`src/hw/rayTracePkg.sv`:
```
package rayTracePkg;

    ////////////////////////////////////////////////////////////////////////////
    // Fixed-point format
    ////////////////////////////////////////////////////////////////////////////

    // Q16.16 word, signed two's complement
    localparam int FixedWidth = 32;

    // Bits right of the binary point
    localparam int FracBits = 16;

    // Bits left of the binary point, sign included
    localparam int IntBits = FixedWidth - FracBits;

    ////////////////////////////////////////////////////////////////////////////
    // Fixed-point word
    ////////////////////////////////////////////////////////////////////////////

    // Two views of the same 32 bits
    // Raw view feeds the multipliers and adders
    // Split view builds a word from an integer pixel coordinate
    typedef union packed {
        logic signed [FixedWidth-1:0] raw;
        struct packed {
            // Whole part, upper half
            logic signed [IntBits-1:0] intPart;
            // Fraction, lower half
            logic [FracBits-1:0] fracPart;
        } parts;
    } fixedWord_t;

endpackage

```
`src/hw/threadDispatch.sv`:
```
`timescale 1ns/1ns

module threadDispatch #(
    parameter int NumCores = 4,
    parameter int CoordWidth = 10
) (
    input  logic                                     clk,
    input  logic                                     resetn,
    input  logic                                     issueValid,
    input  logic [CoordWidth-1:0]                    issueX,
    input  logic [CoordWidth-1:0]                    issueY,
    input  logic [$clog2(NumCores)-1:0]              issueCore,
    input  logic [2:0][rayTracePkg::FixedWidth-1:0] dirOut,
    output logic [NumCores-1:0]                      threadValid,
    output logic [CoordWidth-1:0]                    threadX,
    output logic [CoordWidth-1:0]                    threadY,
    output logic [2:0][rayTracePkg::FixedWidth-1:0] threadDir
);

    localparam int CoreWidth = $clog2(NumCores);

    ////////////////////////////////////////////////////////////////////////////
    // Sideband delay, matches the two direction stages
    ////////////////////////////////////////////////////////////////////////////

    // Index 0 is the first stage, index 1 lines up with dirOut
    logic [1:0]                 validPipe;
    logic [1:0][CoordWidth-1:0] xPipe;
    logic [1:0][CoordWidth-1:0] yPipe;
    logic [1:0][CoreWidth-1:0]  corePipe;

    always_ff @(posedge clk or negedge resetn) begin
        if (!resetn) begin
            validPipe   <= '0;
            threadValid <= '0;
        end else begin
            validPipe <= {validPipe[0], issueValid};
            // One-hot select of the target core
            if (validPipe[1]) begin
                threadValid <= NumCores'(1) << corePipe[1];
            end else begin
                threadValid <= '0;
            end
        end
    end

    // Sideband moves with its valid bit
    always_ff @(posedge clk) begin
        if (issueValid) begin
            xPipe[0]    <= issueX;
            yPipe[0]    <= issueY;
            corePipe[0] <= issueCore;
        end
        if (validPipe[0]) begin
            xPipe[1]    <= xPipe[0];
            yPipe[1]    <= yPipe[0];
            corePipe[1] <= corePipe[0];
        end
        // Output record register
        if (validPipe[1]) begin
            threadX   <= xPipe[1];
            threadY   <= yPipe[1];
            threadDir <= dirOut;
        end
    end

endmodule

```
`config.mk`:
```
export PLATFORM = sky130hd
export DESIGN_NAME = threadDispatch
export DESIGN_NICKNAME = d
export VERILOG_FILES = /design/src/hw/rayTracePkg.sv /design/src/hw/threadDispatch.sv
export SDC_FILE = /design/constraint.sdc
export NUM_CORES = 1
export LEC_CHECK = 0
export BUFFER_PORTS_ARGS = -buffer_cell sky130_fd_sc_hd__buf_2
export CAP_MARGIN = 20
export CORE_ASPECT_RATIO = 0.6
export CORE_UTILIZATION = 49
export CTS_CLUSTER_SIZE = 40
export DETAILED_ROUTE_END_ITERATION = 10
export HOLD_SLACK_MARGIN = 0.08
export PLACE_DENSITY = 0.84
export SKIP_CTS_REPAIR_TIMING = 1
export SYNTH_ARGS = -nofsm -noshare
export SYNTH_HDL_FRONTEND = slang
export SYNTH_SLANG_ARGS = --single-unit
```
`constraint.sdc`:
```
create_clock -name clk -period 7.3 [get_ports clk]
set_input_delay 0.73 -clock clk [delete_from_list [all_inputs] [get_ports clk]]
set_output_delay 0.73 -clock clk [all_outputs]
set_load 0.1 [all_outputs]
```
==> run metrics <==
critical path, cell by cell buf_4; Syn Nets 291; largest family of logic cells by synthesized area simple AND/OR/NAND/NOR gates; RR Startpoint validPipe[1]$_DFF_PN0_; commonest non-fill, non-tap cell in the layout buf_2; Adder-Cell Fraction of Synth Area 0; mux cell area share after synthesis 0; Vias 2658; clk slew on worst S/H paths 0.06 ns; Slew Viols, Final 0; crit-path leading delay family buffers and inverters; antenna-violating nets left 0; number of fillers in the final layout 650; RSZ-0062 raised after global routing no; Cell Rows 28; CP startpoint kind register; DIE HEIGHT 80.2 microns; GPL Wtd Cong 0.750; Static Leak 2.91 nW; Setup Viol. Count Final 0; die area 10600 sq um; # port buffers 240; WL per Instance 17.4 microns; GRT Overall Usage 0.191; CP max stage delay 0.85 ns; Final Util 0.706; Required @ worst endpoint 7.32 ns; register area share after synthesis 0.992; initial antenna violation count 1; run status finished, final reports clean; R2R depth 1; most frequent cells in the layout buf_2 (240), edfxtp_1 (160), clkbuf_16 (17); Hold Fails Final Rpt 0; CP Class reg2reg; Max Fclk 490 MHz; Power Density 337 nW/um^2; final WL 10100 microns; IO Pins 241; initial core utilization 0.505; CP Max Fanout 84; vias in the first global route 2548; number of DRC violations after detailed-routing iteration 0 158; CTS tree yes; Slew @ Worst Pin 1.03 ns; TritonRoute pass-1 iters 4; slew margin rel. 0.316; htree depth 4; Avg Cell Area, Syn 29.4 sq um; Post-Syn Instances 170; Clock Skew 0.00816 ns; Core Region 9880 sq um; setup_tns 0 ns; VDD IR max 0.188 mV; detailed placement HPWL 6890 microns; drc violations 0; crit end category register; Via density 4.60; share of layout cells above drive strength 1 0.621; # diodes 0; Num CTS Buffers 17; CTS sink cnt 166; grt ovf 0; Clock Path Buffers 2; largest area contributor in the netlist edfxtp_1; Compound-Gate Fraction of Synth Area 0; reg2reg end threadDir[66]$_DFFE_PP_; worst hold slack 0.140 ns; R2R Setup Slk 5.26 ns; area delta synth->final 39.7%; Mapped Area 4990 sq um; Syn. warnings 0; Yosys cell types 5; CTS Root Cell clkbuf_16; post-route minimum period 2.04 ns; Skew-Pair Late Insertion Delay 0.40 ns; Post-Synth Simple-Gate Area 0.00752; die width 132 microns; CP arrival 2.06 ns; Buffers & Inverters on Critical Path 1; CP max stage cell buf_4; post-synth top area share 0.962; xor/xnor share of the synthesized area 0; Power Total 2.35 mW; final net count 551; final period utilization 0.279; worst hold path type in2async; first-pass GRT wire length 14300 microns; largest net degree at the start of global routing 85; number of synthesized register bits 166; dominant cells by area after synthesis edfxtp_1 (96%), dfrtp_1 (3.0%), and3b_1 (0.35%); Max-cap violations 0
registers in the layout, indices dropped and copies added, names as in the netlist:
signal and flops:
validPipe 2, threadDir 96, yPipe 20, corePipe 4, threadValid 4, threadX 10
threadY 10, xPipe 20
cells in the mapped netlist:
| master | number |
|---|---|
| and3_2 | 1 |
| nor3b_2 | 1 |
| and3b_1 | 2 |
| dfrtp_1 | 6 |
| edfxtp_1 | 160 |
worst max path at each step:
stage                           start                        to  slack, ns  cells past startpoint
6_report       validPipe[1]$_DFF_PN0_   threadDir[66]$_DFFE_PP_       5.26                      1
4_1_cts        validPipe[1]$_DFF_PN0_   threadDir[36]$_DFFE_PP_       5.26                      1
3_5_place_dp   validPipe[1]$_DFF_PN0_   threadDir[28]$_DFFE_PP_       5.27                      1
2_1_floorplan  validPipe[1]$_DFF_PN0_  threadValid[0]$_DFF_PN0_       4.04                      1
3_3_place_gp   validPipe[1]$_DFF_PN0_   threadDir[24]$_DFFE_PP_       5.36                      1
5_1_grt        validPipe[1]$_DFF_PN0_   threadDir[22]$_DFFE_PP_       5.14                      1
metal layers:
metal  routed length [microns]  vias up  track usage
met5                        13        -            0
li1                          -     1217            -
met2                      5030      127        0.304
met1                      4240     1304        0.247
met3                       755        8       0.0770
met4                        40        2       0.0552
through the flow:
step	instance area [sq um]	cells	setup slack, ns
final	6970	578	5.26
after global routing	6970	578	5.14
after CTS	6970	578	5.26
after detailed placement	6370	546	5.27
after global placement	6370	546	5.36
after floorplan	4990	170	4.04
logic make-up (layout without fill, tap and decap cells):
logic type / Yosys count / count (layout)
AND/OR/NAND/NOR: 4 / 4
flip-flops: 166 / 166
buffers and inverters: 0 / 273
power breakdown:
group          total (mW)  switching [mW]  internal, mW
combinational       0.336           0.290        0.0456
clock               0.877           0.351         0.526
sequential           1.14          0.0213          1.11
total                2.35           0.663          1.69
area by class of cell:
class	count	area (sq um)	share of cell area
Tap cell	135	169	0.0242
Clock buffer	19	453	0.0649
Clock inverter	13	148	0.0212
Timing Repair Buffer	241	1210	0.173
Multi-Input combinational cell	4	37.5	0.00538
Sequential cell	166	4960	0.711
No activity file was read; power rests on OpenSTA's default activity.
