**src/hw/threadScheduler.sv**
```systemverilog
`timescale 1ns/1ns

module threadScheduler #(
    parameter int FrameWidth = 320,
    parameter int FrameHeight = 240,
    parameter int NumCores = 4,
    parameter int CoordWidth = 10
) (
    input  logic                        clk,
    input  logic                        resetn,
    input  logic                        restart,
    input  logic                        start,
    input  logic [CoordWidth-1:0]       x0,
    input  logic [CoordWidth-1:0]       y0,
    input  logic [NumCores-1:0]         coreFull,
    output logic                        issueValid,
    output logic [CoordWidth-1:0]       issueX,
    output logic [CoordWidth-1:0]       issueY,
    output logic [$clog2(NumCores)-1:0] issueCore,
    output logic                        frameDone
);

    localparam int CoreWidth = $clog2(NumCores);

    // FSM encoding
    localparam logic [1:0] StateInit     = 2'd0;
    localparam logic [1:0] StateWait     = 2'd1;
    localparam logic [1:0] StateGenerate = 2'd2;
    localparam logic [1:0] StateNext     = 2'd3;

    // Last column, row and core of a walk
    localparam logic [CoordWidth-1:0] LastCol  = CoordWidth'(FrameWidth - 1);
    localparam logic [CoordWidth-1:0] LastRow  = CoordWidth'(FrameHeight - 1);
    localparam logic [CoreWidth-1:0]  LastCore = CoreWidth'(NumCores - 1);

    logic [1:0]            state;
    // Pixel cursor
    logic [CoordWidth-1:0] curX;
    logic [CoordWidth-1:0] curY;
    // Round-robin pointer
    logic [CoreWidth-1:0]  curCore;

    ////////////////////////////////////////////////////////////////////////////
    // Issue
    ////////////////////////////////////////////////////////////////////////////

    // Only back-pressure point in the generator
    // Selected core full means hold the cursor and wait
    assign issueValid = (state == StateGenerate) && !coreFull[curCore];

    // Cursor goes straight to the datapath
    assign issueX    = curX;
    assign issueY    = curY;
    assign issueCore = curCore;

    ////////////////////////////////////////////////////////////////////////////
    // Walk control
    ////////////////////////////////////////////////////////////////////////////

    always_ff @(posedge clk or negedge resetn) begin
        if (!resetn) begin
            state     <= StateInit;
            curX      <= '0;
            curY      <= '0;
            curCore   <= '0;
            frameDone <= 1'b0;
        end else begin
            // Single-cycle strobe
            frameDone <= 1'b0;
            case (state)
                StateInit: begin
                    // Restart only counts here
                    if (restart) begin
                        curX    <= x0;
                        curY    <= y0;
                        curCore <= '0;
                        state   <= StateWait;
                    end
                end
                StateWait: begin
                    if (start) begin
                        state <= StateGenerate;
                    end
                end
                StateGenerate: begin
                    // Stay on this core until it takes the thread
                    if (issueValid) begin
                        state <= StateNext;
                    end
                end
                StateNext: begin
                    // Core index wraps modulo NumCores
                    if (curCore >= LastCore) begin
                        curCore <= '0;
                    end else begin
                        curCore <= curCore + 1'b1;
                    end
                    if (curX >= LastCol) begin
                        // New row restarts at x0
                        curX <= x0;
                        if (curY >= LastRow) begin
                            // Frame finished, back to idle
                            frameDone <= 1'b1;
                            state     <= StateInit;
                        end else begin
                            curY  <= curY + 1'b1;
                            state <= StateGenerate;
                        end
                    end else begin
                        curX  <= curX + 1'b1;
                        state <= StateGenerate;
                    end
                end
                default: begin
                    state <= StateInit;
                end
            endcase
        end
    end

endmodule

```
**config.mk**
```make
export PLATFORM = sky130hd
export DESIGN_NAME = threadScheduler
export DESIGN_NICKNAME = d
export VERILOG_FILES = /design/src/hw/threadScheduler.sv
export SDC_FILE = /design/constraint.sdc
export NUM_CORES = 1
export LEC_CHECK = 0
export ABC_AREA = 1
export ABC_CLOCK_PERIOD_IN_PS = 1600
export BUFFER_PORTS_ARGS = -buffer_cell sky130_fd_sc_hd__buf_2
export CAP_MARGIN = 40
export CELL_PAD_IN_SITES_DETAIL_PLACEMENT = 0
export CELL_PAD_IN_SITES_GLOBAL_PLACEMENT = 1
export CORE_UTILIZATION = 32
export DETAILED_ROUTE_END_ITERATION = 6
export PLACE_DENSITY_LB_ADDON = 0.1
export REMOVE_ABC_BUFFERS = 1
export SYNTH_ARGS = -nofsm -noshare
export SYNTH_HDL_FRONTEND = slang
export SYNTH_SLANG_ARGS = --single-unit
```
**constraint.sdc**
```tcl
create_clock -name clk -period 1.6 [get_ports clk]
set_clock_uncertainty 0.2 [all_clocks]
set_input_delay 0.32 -clock clk [delete_from_list [all_inputs] [get_ports clk]]
set_output_delay 0.32 -clock clk [all_outputs]
set_load 0.005 [all_outputs]
```
==> metrics.md <==
| Metric | Value |
|---|---|
| Relative slew slack | `59.9%` |
| Final wirelength | `5110 um` |
| Violated checks | `negative setup slack` |
| Die W | `76.8 um` |
| Post-Syn Instances | `264` |
| Largest area contributor in the netlist | `dfrtp_1` |
| Endpoint class of the critical path | `output port` |
| Die ar. | `0.00590 mm2` |
| Slew @ Worst Pin | `0.602 ns` |
| Worst hold path type | `primary input to flop` |
| DRC Markers | `0` |
| Syn. warnings | `0` |
| DRT Pass-1 Iters | `4` |
| Total gr overflow | `0` |
| GR Util All Layers | `17.8%` |
| Clk slew on worst S/H paths | `0.10 ns` |
| Combinational Power Share | `70.6%` |
| Clock power frac | `7.2%` |
| Slowest stage cell on the critical path | `dfrtp_2` |
| Clk_lat worst skew | `0.28 ns` |
| WL/cell | `11.8 um` |
| Share of the synthesized area in the top cell type | `34.9%` |
| Dpl ws | `-0.0897 ns` |
| NetSw | `0.00261 W` |
| Flop-to-flop setup slack | `-0.03 ns` |
| IO Pins | `52` |
| Initial drt markers | `95` |
| Crit path launch type | `flop` |
| Initial antenna violation count | `0` |
| Netlist cell types | `32` |
| Maxcap violations | `0` |
| CTS max path bufs | `2` |
| ANT nets after route | `0` |
| Cts bufs inserted | `3` |
| Gpl congestion | `0.723` |
| CTS tree | `done` |
| Int Power | `0.00290 W` |
| Final Slew Violations | `0` |
| First-pass GRT wire length | `8430 um` |
| HPWL Detailed | `3730 um` |
| Final min period | `1.74 ns` |
| Tcrit/Tclk final | `109%` |
| Status | `complete, but fails checks` |
| DIE HEIGHT | `76.8 um` |
| RSZ-0062 raised after global routing | `true` |
| Cell depth of the worst flop-to-flop path | `10` |
| Final setup violation count | `7` |
| Yosys reg bits | `25` |
| Largest incremental delay on the critical path | `0.43 ns` |
| Final WS setup | `-0.140 ns` |
| Largest net degree at the start of global routing | `26` |
| Post-Syn Area | `0.00179 mm2` |
| Hold path depth | `3` |
| Core footprint | `0.00524 mm2` |
| Final TNS setup | `-0.227 ns` |
| WHS Endpoint | `issueX[9]` |
| Clk sinks | `25` |
| Crit Path Class | `flop to output port` |
| Hold_sp | `x0[9]` |
| Layout cells sized above 1 | `44.9%` |
| Layout area overhead | `52.4%` |
| Buffers on Ports | `51` |
| Reg-to-Reg End | `issueY[3]` |
| Root buf cell | `clkbuf_8` |
| Pleak | `1.48 nW` |
| Power Density | `2020 mW/mm2` |
| Sequential-to-total area share from yosys stat | `34.9%` |
| Reg-to-Reg Start | `issueX[7]` |
| Fillers | `563` |
| Initial core utilization | `34.2%` |
| VDD IR-drop max | `838 uV` |
| Vias in the first global route | `1,865` |
| Final hold viol count | `0` |
| Switching share of power | `47.3%` |
| WP data required | `1.08 ns` |
| Synth Area per Inst | `6.79 um2` |
| Fmax | `575 MHz` |
| Via Count | `1,972` |
| H-tree lvl count | `1` |
| Reg power frac | `22.2%` |
| # rows | `26` |
| Arrival time worst endpoint | `1.22 ns` |
| Vias per cell | `4.58` |
| Ant diodes | `0` |
| Crit-path cells | `inv_2 > nor2_1 > o22ai_2 > nor3_1 > buf_2` |
| CP Max Fanout | `5` |
| Nets | `393` |
| Largest cells by area after synthesis | `dfrtp_1, nand2_1, inv_1, nand3_1, nor2_1` |
[layout make-up]
class,instances,area [um2],area share [%]
Timing Repair Buffer,97,622,22.8
Inverter,36,135,4.95
Multi-Input combinational cell,199,1210,44.4
Sequential cell,25,627,23.0
Tap cell,70,87.6,3.21
Clock inverter,1,5.00,0.183
Clock buffer,3,41.3,1.51
[logic make-up (layout without fill, tap and decap cells)]
group | Yosys count | count (layout) | synth area share, %
AO/OA/AOI/OAI | 21 | 21 | 7.47
AND/OR/NAND/NOR | 168 | 169 | 42.7
XOR/XNOR | 4 | 4 | 1.96
flip-flops | 25 | 25 | 34.9
multiplexers | 2 | 2 | 1.12
adder cells (fa/ha/maj) | 3 | 3 | 2.10
buffers and inverters | 41 | 137 | 9.71
[cell usage in the layout (no fill, tap or decap), types with 5 or more instances in the layout]
cell type  instances
inv_1             29
nand3_4            5
nand4_1            6
buf_2             51
nor2_1            11
nand2_4            5
nor2_4             5
buf_6              5
nand2_1           91
buf_4             40
o21ai_2            6
nand2_2           16
nand3_2            6
o21ai_0            7
inv_2              6
dfrtp_1           24
nand3_1           15
[worst max path at each step]
stage                     depth (start not counted)      endpoint         start
after floorplan                                   5  issueCore[0]      state[0]
after global placement                            8     issueX[5]     issueX[7]
after detailed placement                         10     issueY[3]     issueY[0]
after CTS                                         5    issueValid  issueCore[0]
after global routing                              5    issueValid  issueCore[0]
final                                             5    issueValid  issueCore[0]
[layer usage]
metal,track usage [%],wire (um),part of all wire (%)
met5,0,0,0
met4,3.46,27,0.53
met2,32.5,2590,51
met1,22.0,2330,46
met3,2.62,158,3.1
[cells in the mapped netlist]
master,count
or2_2,1
or2_0,1
xor2_1,2
xnor2_1,2
o21ai_2,3
nor3_1,2
nor2_4,2
o22ai_1,1
clkbuf_1,1
a21oi_4,1
buf_6,2
nor2_2,1
o21ai_0,10
buf_2,1
o21bai_1,1
and3_1,1
nand2_1,109
nand4_1,6
o31ai_1,1
clkinv_1,1
nor2_1,16
buf_4,1
mux2i_1,2
inv_1,34
dfrtp_1,25
inv_2,1
nor2_8,1
nand2_2,3
a21oi_1,4
nand3_4,3
ha_1,3
nand3_1,22
[registers in the layout (all words and copies together) (netlist names)]
| name | count |
|---|---|
| issueX | 10 |
| state | 2 |
| issueCore | 2 |
| issueY | 10 |
| frameDone | 1 |
[timing repair]
item	in CTS	in global routing
setup endpoints to repair	18	23
gates resized for setup	19	48
pin swaps	8	24
hold endpoints to repair	25	0
hold buffers	1	0
cloned	1	0
buffers inserted	1	4
[power groups by stage]
stage | combinational [W] | clock, W | sequential (W)
floorplan | 0.00166 | 0 | 0.00132
global placement | 0.00326 | 0 | 0.00117
finish | 0.00389 | 0.000398 | 0.00122
global route | 0.00434 | 0.000430 | 0.00126
detailed placement | 0.00329 | 0 | 0.00118
CTS | 0.00353 | 0.000411 | 0.00117
[metrics by stage]
stage,hold slack [ns],area (um2),total power [W],util [%],std cells
2_1_floorplan,-0.176,1750,0.00298,-,259
3_3_place_gp,0.161,2400,0.00444,45.7,420
3_5_place_dp,0.166,2400,0.00447,45.7,420
4_1_cts,0.0952,2530,0.00511,48.2,427
5_1_grt,0.0970,2730,0.00604,52.1,431
6_report,0.105,2730,0.00551,52.1,431
[critical path: cells and delay by family (launching register included)]
family                 cells  cell delay [ns]
flip-flops                 1             0.43
AO/OA/AOI/OAI              1             0.11
buffers and inverters      2             0.18
AND/OR/NAND/NOR            2             0.23
(Power assumes the default switching activity.)
